<file path="config.mk">
export PLATFORM = sky130hd
export DESIGN_NAME = microCpuTop
export DESIGN_NICKNAME = d
export VERILOG_FILES = /design/src/hw/microPkg.sv /design/src/hw/controlStore.sv /design/src/hw/microSequencer.sv /design/src/hw/aluDatapath.sv /design/src/hw/apbRegs.sv /design/src/hw/microCpuTop.sv
export SDC_FILE = /design/constraint.sdc
export NUM_CORES = 1
export LEC_CHECK = 0
export ABC_AREA = 1
export ABC_CLOCK_PERIOD_IN_PS = 4300
export BUFFER_PORTS_ARGS = -buffer_cell sky130_fd_sc_hd__buf_2
export CAP_MARGIN = 10
export CORE_MARGIN = 10
export CORE_UTILIZATION = 30
export DETAILED_ROUTE_END_ITERATION = 7
export GPL_TIMING_DRIVEN = 1
export SYNTH_ARGS = -nofsm -noshare
export SYNTH_HDL_FRONTEND = slang
export SYNTH_SLANG_ARGS = --single-unit
</file>
<file path="constraint.sdc">
create_clock -name clk -period 4.3 [get_ports clk]
set_input_delay 0.43 -clock clk [delete_from_list [all_inputs] [get_ports clk]]
set_output_delay 0.43 -clock clk [all_outputs]
set_load 0.02 [all_outputs]
</file>
<file path="src/hw/microPkg.sv">
// Shared definitions for the microprogrammed calculator
// Microword layout, field codes, bus and host structs, register map

package microPkg;

        typedef struct packed {
                logic [2:0] aluDest;            // Register write select
                logic       carryIn;            // ALU carry in
                logic [4:0] aluFunc;            // ALU function
                logic       bSource;            // B operand select
                logic       aSource;            // A operand select
                logic [3:0] branchOp;           // Sequencer branch operation
                logic       count;              // Step when no jump taken
                logic [7:0] nextAddr;           // Branch target
        } ctrlWord_t;

        localparam logic [2:0] DEST_F     = 3'b011;
        localparam logic [2:0] DEST_TB_TA = 3'b100;
        localparam logic [2:0] DEST_TB    = 3'b101;
        localparam logic [2:0] DEST_TA    = 3'b110;
        localparam logic [2:0] DEST_NONE  = 3'b111;

        localparam logic [4:0] FN_ONES   = 5'b11100;    // FF
        localparam logic [4:0] FN_ZERO   = 5'b10011;    // 00
        localparam logic [4:0] FN_ADD    = 5'b01001;    // A+B+cin
        localparam logic [4:0] FN_SUB    = 5'b00110;    // A+~B+cin
        localparam logic [4:0] FN_DEC    = 5'b01111;    // A-1 with cin set
        localparam logic [4:0] FN_PASS_B = 5'b11010;    // B

        localparam logic SRC_INPUT = 1'b1;              // Latched operand
        localparam logic SRC_TEMP  = 1'b0;              // Temp register

        localparam logic [3:0] BR_COUNT          = 4'b0110;
        localparam logic [3:0] BR_JUMP           = 4'b1110;
        localparam logic [3:0] BR_WAIT_GO        = 4'b0100;
        localparam logic [3:0] BR_WAIT_RELEASE   = 4'b1100;
        localparam logic [3:0] BR_IF_F_ZERO      = 4'b1101;
        localparam logic [3:0] BR_IF_ALU_NONZERO = 4'b1000;
        localparam logic [3:0] BR_DISPATCH       = 4'b1111;

        localparam logic [7:0] ADDR_RESET    = 8'h00;
        localparam logic [7:0] ADDR_IDLE     = 8'h0D;
        localparam logic [7:0] ADDR_ADD_HOLD = 8'h32;
        localparam logic [7:0] ADDR_SUB_HOLD = 8'h72;
        localparam logic [7:0] ADDR_MUL_HOLD = 8'hC6;

        typedef struct packed {
                logic        psel;
                logic        penable;
                logic        pwrite;
                logic [3:0]  paddr;
                logic [31:0] pwdata;
        } apbReq_t;

        typedef struct packed {
                logic       go;                 // Start request
                logic [7:0] opA;
                logic [7:0] opB;
                logic [3:0] opcode;             // Dispatch nibble
        } hostCtrl_t;

        localparam logic [3:0] REG_CTRL     = 4'h0;
        localparam logic [3:0] REG_OPERANDS = 4'h4;
        localparam logic [3:0] REG_RESULT   = 4'h8;
        localparam logic [3:0] REG_STATUS   = 4'hC;

endpackage

</file>
<file path="src/hw/controlStore.sv">
// Microcode control store
// Fixed 256-word table of 24-bit microinstructions, read combinationally

module controlStore (
        input  logic [7:0]          microAddr,
        output microPkg::ctrlWord_t ctrlWord
);

        always_comb begin
                ctrlWord          = '0;                         // No carry, target 00
                ctrlWord.aluDest  = microPkg::DEST_NONE;
                ctrlWord.aluFunc  = microPkg::FN_ONES;
                ctrlWord.bSource  = microPkg::SRC_INPUT;
                ctrlWord.aSource  = microPkg::SRC_INPUT;
                ctrlWord.branchOp = microPkg::BR_COUNT;
                ctrlWord.count    = 1'b1;
                case (microAddr)
                8'h00: begin                                    // Power-up flashes FF
                        ctrlWord.aluDest  = microPkg::DEST_F;
                        ctrlWord.branchOp = microPkg::BR_JUMP;
                        ctrlWord.nextAddr = 8'h0B;
                end
                8'h0B: ctrlWord.aluDest = microPkg::DEST_TB_TA; // Temps to known FF
                8'h0C: begin                                    // Flash 00
                        ctrlWord.aluDest = microPkg::DEST_F;
                        ctrlWord.aluFunc = microPkg::FN_ZERO;
                end
                microPkg::ADDR_IDLE: begin                      // F shows FF until go
                        ctrlWord.aluDest  = microPkg::DEST_F;
                        ctrlWord.branchOp = microPkg::BR_WAIT_GO;
                        ctrlWord.nextAddr = microPkg::ADDR_IDLE;
                end
                8'h0E: begin                                    // Opcode into high nibble
                        ctrlWord.branchOp = microPkg::BR_DISPATCH;
                        ctrlWord.nextAddr = 8'h01;
                end
                8'h31: begin                                    // F = A + B
                        ctrlWord.aluDest = microPkg::DEST_F;
                        ctrlWord.aluFunc = microPkg::FN_ADD;
                end
                8'h71: begin                                    // F = A - B
                        ctrlWord.aluDest = microPkg::DEST_F;
                        ctrlWord.aluFunc = microPkg::FN_SUB;
                        ctrlWord.carryIn = 1'b1;
                end
                microPkg::ADDR_ADD_HOLD, microPkg::ADDR_SUB_HOLD: begin
                        ctrlWord.branchOp = microPkg::BR_WAIT_RELEASE;  // Keep F
                        ctrlWord.nextAddr = microAddr;
                end
                8'h33, 8'h73, 8'hC7: begin                      // Flash 00, back to idle
                        ctrlWord.aluDest  = microPkg::DEST_F;
                        ctrlWord.aluFunc  = microPkg::FN_ZERO;
                        ctrlWord.branchOp = microPkg::BR_JUMP;
                        ctrlWord.nextAddr = microPkg::ADDR_IDLE;
                end
                8'hC1: begin                                    // Clear product
                        ctrlWord.aluDest = microPkg::DEST_TB;
                        ctrlWord.aluFunc = microPkg::FN_ZERO;
                end
                8'hC2: begin                                    // F = B for zero test
                        ctrlWord.aluDest = microPkg::DEST_F;
                        ctrlWord.aluFunc = microPkg::FN_PASS_B;
                end
                8'hC3: begin                                    // TA = B, skip loop if B is 0
                        ctrlWord.aluDest  = microPkg::DEST_TA;
                        ctrlWord.aluFunc  = microPkg::FN_PASS_B;
                        ctrlWord.branchOp = microPkg::BR_IF_F_ZERO;
                        ctrlWord.nextAddr = microPkg::ADDR_MUL_HOLD;
                end
                8'hC4: begin                                    // TB = A + TB
                        ctrlWord.aluDest = microPkg::DEST_TB;
                        ctrlWord.aluFunc = microPkg::FN_ADD;
                        ctrlWord.bSource = microPkg::SRC_TEMP;
                end
                8'hC5: begin                                    // TA = TA - 1, loop while nonzero
                        ctrlWord.aluDest  = microPkg::DEST_TA;
                        ctrlWord.aluFunc  = microPkg::FN_DEC;
                        ctrlWord.carryIn  = 1'b1;
                        ctrlWord.aSource  = microPkg::SRC_TEMP;
                        ctrlWord.bSource  = microPkg::SRC_TEMP;
                        ctrlWord.branchOp = microPkg::BR_IF_ALU_NONZERO;
                        ctrlWord.nextAddr = 8'hC4;
                end
                microPkg::ADDR_MUL_HOLD: begin                  // F = product until release
                        ctrlWord.aluDest  = microPkg::DEST_F;
                        ctrlWord.aluFunc  = microPkg::FN_PASS_B;
                        ctrlWord.bSource  = microPkg::SRC_TEMP;
                        ctrlWord.branchOp = microPkg::BR_WAIT_RELEASE;
                        ctrlWord.nextAddr = microPkg::ADDR_MUL_HOLD;
                end
                default: begin                                  // Unused word restarts power-up
                        ctrlWord.aluDest  = microPkg::DEST_F;
                        ctrlWord.branchOp = microPkg::BR_JUMP;
                        ctrlWord.nextAddr = microPkg::ADDR_RESET;
                end
                endcase
        end

endmodule

</file>
<file path="src/hw/microSequencer.sv">
// Micro program counter
// Picks step, branch or opcode dispatch from the branch field and flags

module microSequencer (
        input  logic                clk,
        input  logic                rst,
        input  microPkg::ctrlWord_t ctrlWord,
        input  microPkg::hostCtrl_t hostCtrl,
        input  logic                fZero,
        input  logic                aluNonZero,
        output logic [7:0]          microAddr,
        output logic                loadInputs
);

        logic       jump;                               // Branch to nextAddr
        logic       dispatch;                           // Branch on opcode
        logic [7:0] addrNext;

        always_comb begin
                jump     = 1'b0;
                dispatch = 1'b0;
                case (ctrlWord.branchOp)
                microPkg::BR_JUMP:           jump = 1'b1;
                microPkg::BR_WAIT_GO:        jump = !hostCtrl.go;
                microPkg::BR_WAIT_RELEASE:   jump = hostCtrl.go;
                microPkg::BR_IF_F_ZERO:      jump = fZero;
                microPkg::BR_IF_ALU_NONZERO: jump = aluNonZero;
                microPkg::BR_DISPATCH:       dispatch = 1'b1;
                default:                     jump = 1'b0;       // Plain count
                endcase
        end

        always_comb begin
                if (dispatch) begin
                        addrNext = {hostCtrl.opcode, ctrlWord.nextAddr[3:0]};
                end else if (jump) begin
                        addrNext = ctrlWord.nextAddr;
                end else if (ctrlWord.count) begin
                        addrNext = microAddr + 8'd1;
                end else begin
                        addrNext = microAddr;           // Stall
                end
        end

        assign loadInputs = dispatch;                   // Latch operands on dispatch

        always_ff @(posedge clk) begin
                if (rst) begin
                        microAddr <= microPkg::ADDR_RESET;
                end else begin
                        microAddr <= addrNext;
                end
        end

endmodule

</file>
<file path="src/hw/aluDatapath.sv">
// Calculator datapath
// Input latches, temp registers A and B, ALU and output register F

module aluDatapath (
        input  logic                clk,
        input  logic                rst,
        input  microPkg::ctrlWord_t ctrlWord,
        input  microPkg::hostCtrl_t hostCtrl,
        input  logic                loadInputs,
        output logic [7:0]          result,
        output logic                fZero,
        output logic                aluNonZero
);

        logic [7:0] inA;                                // Latched operands
        logic [7:0] inB;
        logic [7:0] tempA;
        logic [7:0] tempB;
        logic [7:0] regF;
        logic [7:0] aluA;
        logic [7:0] aluB;
        logic [7:0] aluOut;

        assign aluA = (ctrlWord.aSource == microPkg::SRC_INPUT) ? inA : tempA;
        assign aluB = (ctrlWord.bSource == microPkg::SRC_INPUT) ? inB : tempB;

        always_comb begin
                case (ctrlWord.aluFunc)
                microPkg::FN_ZERO:   aluOut = 8'h00;
                microPkg::FN_ADD:    aluOut = aluA + aluB + 8'(ctrlWord.carryIn);
                microPkg::FN_SUB:    aluOut = aluA + ~aluB + 8'(ctrlWord.carryIn);
                microPkg::FN_DEC:    aluOut = aluA + 8'hFE + 8'(ctrlWord.carryIn);
                microPkg::FN_PASS_B: aluOut = aluB;
                default:             aluOut = 8'hFF;    // FN_ONES and unused codes
                endcase
        end

        always_ff @(posedge clk) begin
                if (rst) begin
                        inA   <= 8'h00;
                        inB   <= 8'h00;
                        tempA <= 8'h00;
                        tempB <= 8'h00;
                        regF  <= 8'h00;
                end else begin
                        if (loadInputs) begin
                                inA <= hostCtrl.opA;
                                inB <= hostCtrl.opB;
                        end
                        case (ctrlWord.aluDest)
                        microPkg::DEST_F: regF <= aluOut;
                        microPkg::DEST_TB_TA: begin
                                tempA <= aluOut;
                                tempB <= aluOut;
                        end
                        microPkg::DEST_TB: tempB <= aluOut;
                        microPkg::DEST_TA: tempA <= aluOut;
                        default: ;                      // DEST_NONE
                        endcase
                end
        end

        assign result     = regF;
        assign fZero      = (regF == 8'h00);
        assign aluNonZero = |aluOut;                    // Loop test in multiply

endmodule

</file>
<file path="src/hw/apbRegs.sv">
// APB register block
// Holds go, operands and opcode; reads back result and microaddress

module apbRegs (
        input  logic                clk,
        input  logic                rst,
        input  microPkg::apbReq_t   apbReq,
        output logic [31:0]         prdata,
        output logic                pready,
        output logic                pslverr,
        output microPkg::hostCtrl_t hostCtrl,
        input  logic [7:0]          result,
        input  logic [7:0]          microAddr
);

        logic access;                                   // Access phase without wait states
        logic validAddr;

        assign access = apbReq.psel && apbReq.penable;
        assign pready = 1'b1;

        always_comb begin
                validAddr = 1'b1;
                case (apbReq.paddr)
                microPkg::REG_CTRL:     prdata = {31'd0, hostCtrl.go};
                microPkg::REG_OPERANDS: begin
                        prdata = {12'd0, hostCtrl.opcode, hostCtrl.opB, hostCtrl.opA};
                end
                microPkg::REG_RESULT:   prdata = {24'd0, result};
                microPkg::REG_STATUS:   prdata = {24'd0, microAddr};
                default: begin
                        prdata    = 32'd0;
                        validAddr = 1'b0;
                end
                endcase
        end

        assign pslverr = access && !validAddr;

        always_ff @(posedge clk) begin
                if (rst) begin
                        hostCtrl <= '0;
                end else if (access && apbReq.pwrite) begin
                        case (apbReq.paddr)
                        microPkg::REG_CTRL: hostCtrl.go <= apbReq.pwdata[0];
                        microPkg::REG_OPERANDS: begin
                                hostCtrl.opA    <= apbReq.pwdata[7:0];
                                hostCtrl.opB    <= apbReq.pwdata[15:8];
                                hostCtrl.opcode <= apbReq.pwdata[19:16];
                        end
                        default: ;                      // Read-only or unmapped
                        endcase
                end
        end

endmodule

</file>
<file path="src/hw/microCpuTop.sv">
// Microprogrammed calculator top level
// APB registers beside sequencer, control store and datapath

module microCpuTop (
        input  logic              clk,
        input  logic              rst,
        input  microPkg::apbReq_t apbReq,
        output logic [31:0]       prdata,
        output logic              pready,
        output logic              pslverr
);

        microPkg::hostCtrl_t hostCtrl;
        microPkg::ctrlWord_t ctrlWord;
        logic [7:0]          microAddr;
        logic [7:0]          result;
        logic                loadInputs;
        logic                fZero;
        logic                aluNonZero;

        apbRegs uApbRegs (
                .clk       (clk),
                .rst       (rst),
                .apbReq    (apbReq),
                .prdata    (prdata),
                .pready    (pready),
                .pslverr   (pslverr),
                .hostCtrl  (hostCtrl),
                .result    (result),
                .microAddr (microAddr)
        );

        microSequencer uSequencer (
                .clk        (clk),
                .rst        (rst),
                .ctrlWord   (ctrlWord),
                .hostCtrl   (hostCtrl),
                .fZero      (fZero),
                .aluNonZero (aluNonZero),
                .microAddr  (microAddr),
                .loadInputs (loadInputs)
        );

        controlStore uStore (
                .microAddr (microAddr),
                .ctrlWord  (ctrlWord)
        );

        aluDatapath uDatapath (
                .clk        (clk),
                .rst        (rst),
                .ctrlWord   (ctrlWord),
                .hostCtrl   (hostCtrl),
                .loadInputs (loadInputs),
                .result     (result),
                .fZero      (fZero),
                .aluNonZero (aluNonZero)
        );

endmodule

</file>
==> flow_metrics.env <==
export IMPL_outcome="finished clean"
export IMPL_pwr_share_seq=0.395
export IMPL_cts_setup_buffers=0
export IMPL_core_area_mm2=0.0166
export IMPL_grtUsageMet1=0.176
export IMPL_ys_seq_area_frac=0.272
export IMPL_grt_use_met2=0.215
export IMPL_cts_sinks=69
export IMPL_hold_path_class="input pin to register"
export IMPL_die_w_um=150
export IMPL_num_vias=5124
export IMPL_synth_edf_count=0
export IMPL_cts_tree="done"
export IMPL_period_share=0.915
export IMPL_cts_root_buf="clkbuf_16"
export IMPL_cts_buffers=9
export IMPL_synth_distinct_cells=43
export IMPL_cts_path_max_buffers=2
export IMPL_comb_power_share=0.150
export IMPL_fmax_ghz=0.254
export IMPL_ys_warnings_count=0
export IMPL_path_common_cell="nor2_1"
export IMPL_dieArea_mm2=0.0225
export IMPL_grt_overflow=0
export IMPL_fin_ws_ns=0.367
export IMPL_busiest_layer="met2"
export IMPL_grt_pass1_wl_um=24100
export IMPL_start_util=0.306
export IMPL_place_gp_congestion=0.886
export IMPL_ios=75
export IMPL_hold_buffers=0
export IMPL_start_kind="register"
export IMPL_p_int_mw=1.28
export IMPL_wl_per_cell_um=13.8
export IMPL_n_antenna_cell=0
export IMPL_slowest_delay_ns=0.47
export IMPL_h_tree_depth=3
export IMPL_finalSetupViolations=0
export IMPL_drtIter0Drc=297
export IMPL_ys_seq_elements=69
export IMPL_clk_pin_slew_ns=0.06
export IMPL_syn_area_mm2=0.00508
export IMPL_slew_headroom=0.483
export IMPL_p_per_area_mw_per_mm2=294
export IMPL_min_period_ns=3.93
export IMPL_pwr_share_clk=0.455
export IMPL_ys_flop_type="dfxtp_1"
export IMPL_critPathMaxFanout=5
export IMPL_firstDrtPassIters=5
export IMPL_swShare=0.276
export IMPL_grt_usage=0.132
export IMPL_row_count=47
export IMPL_fp_dieH_um=150
export IMPL_num_nets_final=927
export IMPL_drive_gt1_frac=0.175
export IMPL_globalRouteMet3Util=0.0163
export IMPL_mostFrequentLayoutCells="nand2_1, inv_1, nor2_1, o21ai_0, dfxtp_1"
export IMPL_slew_violations=0
export IMPL_pre_cts_ws_ns=0.165
export IMPL_avgSynthCellArea_um2=6.35
export IMPL_ant_nets=0
export IMPL_ir_drop_uv=236
export IMPL_crit_type="register to register"
export IMPL_design_area_mm2=0.00601
export IMPL_clkLatencyLatePin_ns=0.34
export IMPL_placed_cell_area_mm2=0.00564
export IMPL_end_kind="register"
export IMPL_worstPathArrival_ns=4.13
export IMPL_grt_pass1_vias=4744
export IMPL_via_per_inst=4.71
export IMPL_cap_violations=0
export IMPL_cp_required_ns=4.50
export IMPL_grt_max_degree=33
export IMPL_p_leak_nw=2.98
export IMPL_fin_setup_tns_ns=0
export IMPL_dp_cells=1073
export IMPL_antenna_found_initial=0
export IMPL_finClkSkew_ns=0.00913
export IMPL_portBuffers=49
export IMPL_grt_setup_unrepaired="false"
export IMPL_mostFrequentLayoutCell="nand2_1"
export IMPL_final_cell_count_no_fill=1089
export IMPL_wl_um=15000
export IMPL_syn_inst=800
export IMPL_tightest_slew_ns=0.774
export IMPL_area_growth_pct=18.4
export IMPL_fill_cells=1827
export IMPL_synth_async_reset_ratio=0
export IMPL_slowest_stage="fa_1"
export IMPL_hold_viol=0
export IMPL_holdWs_ns=0.318
export IMPL_dpl_hpwl_um=12100
export IMPL_p_sw_mw=0.487
export IMPL_drcViolationCount=0
==> critical path: cells and delay by family, from the launching register on <==
kind | cells | cell delay (ns)
buffers and inverters | 6 | 0.57
xor gates and xnor gates | 1 | 0.13
and+or+nand+nor | 17 | 1.56
AOI/OAI and AO/OA | 2 | 0.14
DFF | 1 | 0.34
adders and majority gates | 3 | 1.07
==> layout make-up <==
cell class	instances	area (um^2)	area share
multi-input cells	580	3080	0.513
repair buffers	78	463	0.0771
clock inverters	7	98.8	0.0165
clock buffers	9	225	0.0375
flip-flops and latches	69	1380	0.230
well taps	220	275	0.0458
inverters	126	478	0.0796
==> cells by family (layout without fill, tap and decap cells) <==
kind of cell | count (synthesis) | in the layout | synth area share
simple gates | 384 | 384 | 0.352
buf+inv | 162 | 220 | 0.137
compound gates | 149 | 149 | 0.157
flops | 69 | 69 | 0.272
fa+ha+maj | 22 | 22 | 0.0601
xor+xnor | 12 | 12 | 0.0207
other cells | 2 | 13 | 0.00148
==> power by group through the flow <==
stage | registers (mW) | logic, mW | clock network, mW
after floorplan | 0.701 | 0.194 | 0
after global placement | 0.708 | 0.259 | 0
after detailed placement | 0.710 | 0.258 | 0
after CTS | 0.696 | 0.260 | 0.813
after global routing | 0.702 | 0.299 | 0.837
final | 0.698 | 0.264 | 0.803
==> metal layers <==
metal  wire length (um)  up-vias
met2               6870      135
met5                  0        -
met4                257        0
li1                   -     2677
met1               7210     2293
met3                668       19
==> worst paths after layout <==
check | from | to | slack [ns] | depth (start not counted)
min | apbReq[4] | uApbRegs.hostCtrl[16] | 0.32 | 3
max reg2reg | uSequencer.microAddr[1] | uSequencer.microAddr[7] | 0.37 | 29
max | uSequencer.microAddr[1] | uSequencer.microAddr[7] | 0.37 | 29
min reg2reg | uDatapath.inB[3] | uDatapath.inB[3] | 0.46 | 2
==> state kept, by name, summed over array words and instances (netlist names) <==
register              cells
uSequencer.microAddr      8
uDatapath.tempA           8
uDatapath.result          8
uDatapath.tempB           8
uDatapath.inA             8
uDatapath.inB             8
uApbRegs.hostCtrl        21
==> synth_stat cells (6+ instances only) <==
cell type,instances,area (um^2)
o21ai_1,6,30.0
o21ai_0,71,355
ha_1,18,225
inv_2,8,30.0
inv_1,117,439
dfxtp_1,69,1380
nand2_1,137,514
nor2_2,6,37.5
nor3_1,19,95.1
nand3_1,56,280
a21oi_1,56,280
buf_4,16,120
xor2_1,10,87.6
nand4_1,15,93.8
nand2_2,12,75.1
clkbuf_1,16,60.1
nor2_1,113,424
==> repair_timing <==
action                     in CTS  in global routing
hold endpoints to repair        0                  0
gates resized for setup         0                 16
setup endpoints to repair       0                  8
==> stage by stage <==
step / power, mW / utilization
3_3_place_gp: 0.968 / 0.340
2_1_floorplan: 0.894 / -
3_5_place_dp: 0.967 / 0.340
4_1_cts: 1.77 / 0.360
5_1_grt: 1.84 / 0.362
6_report: 1.77 / 0.362
No activity file was read; power rests on OpenSTA's default activity.
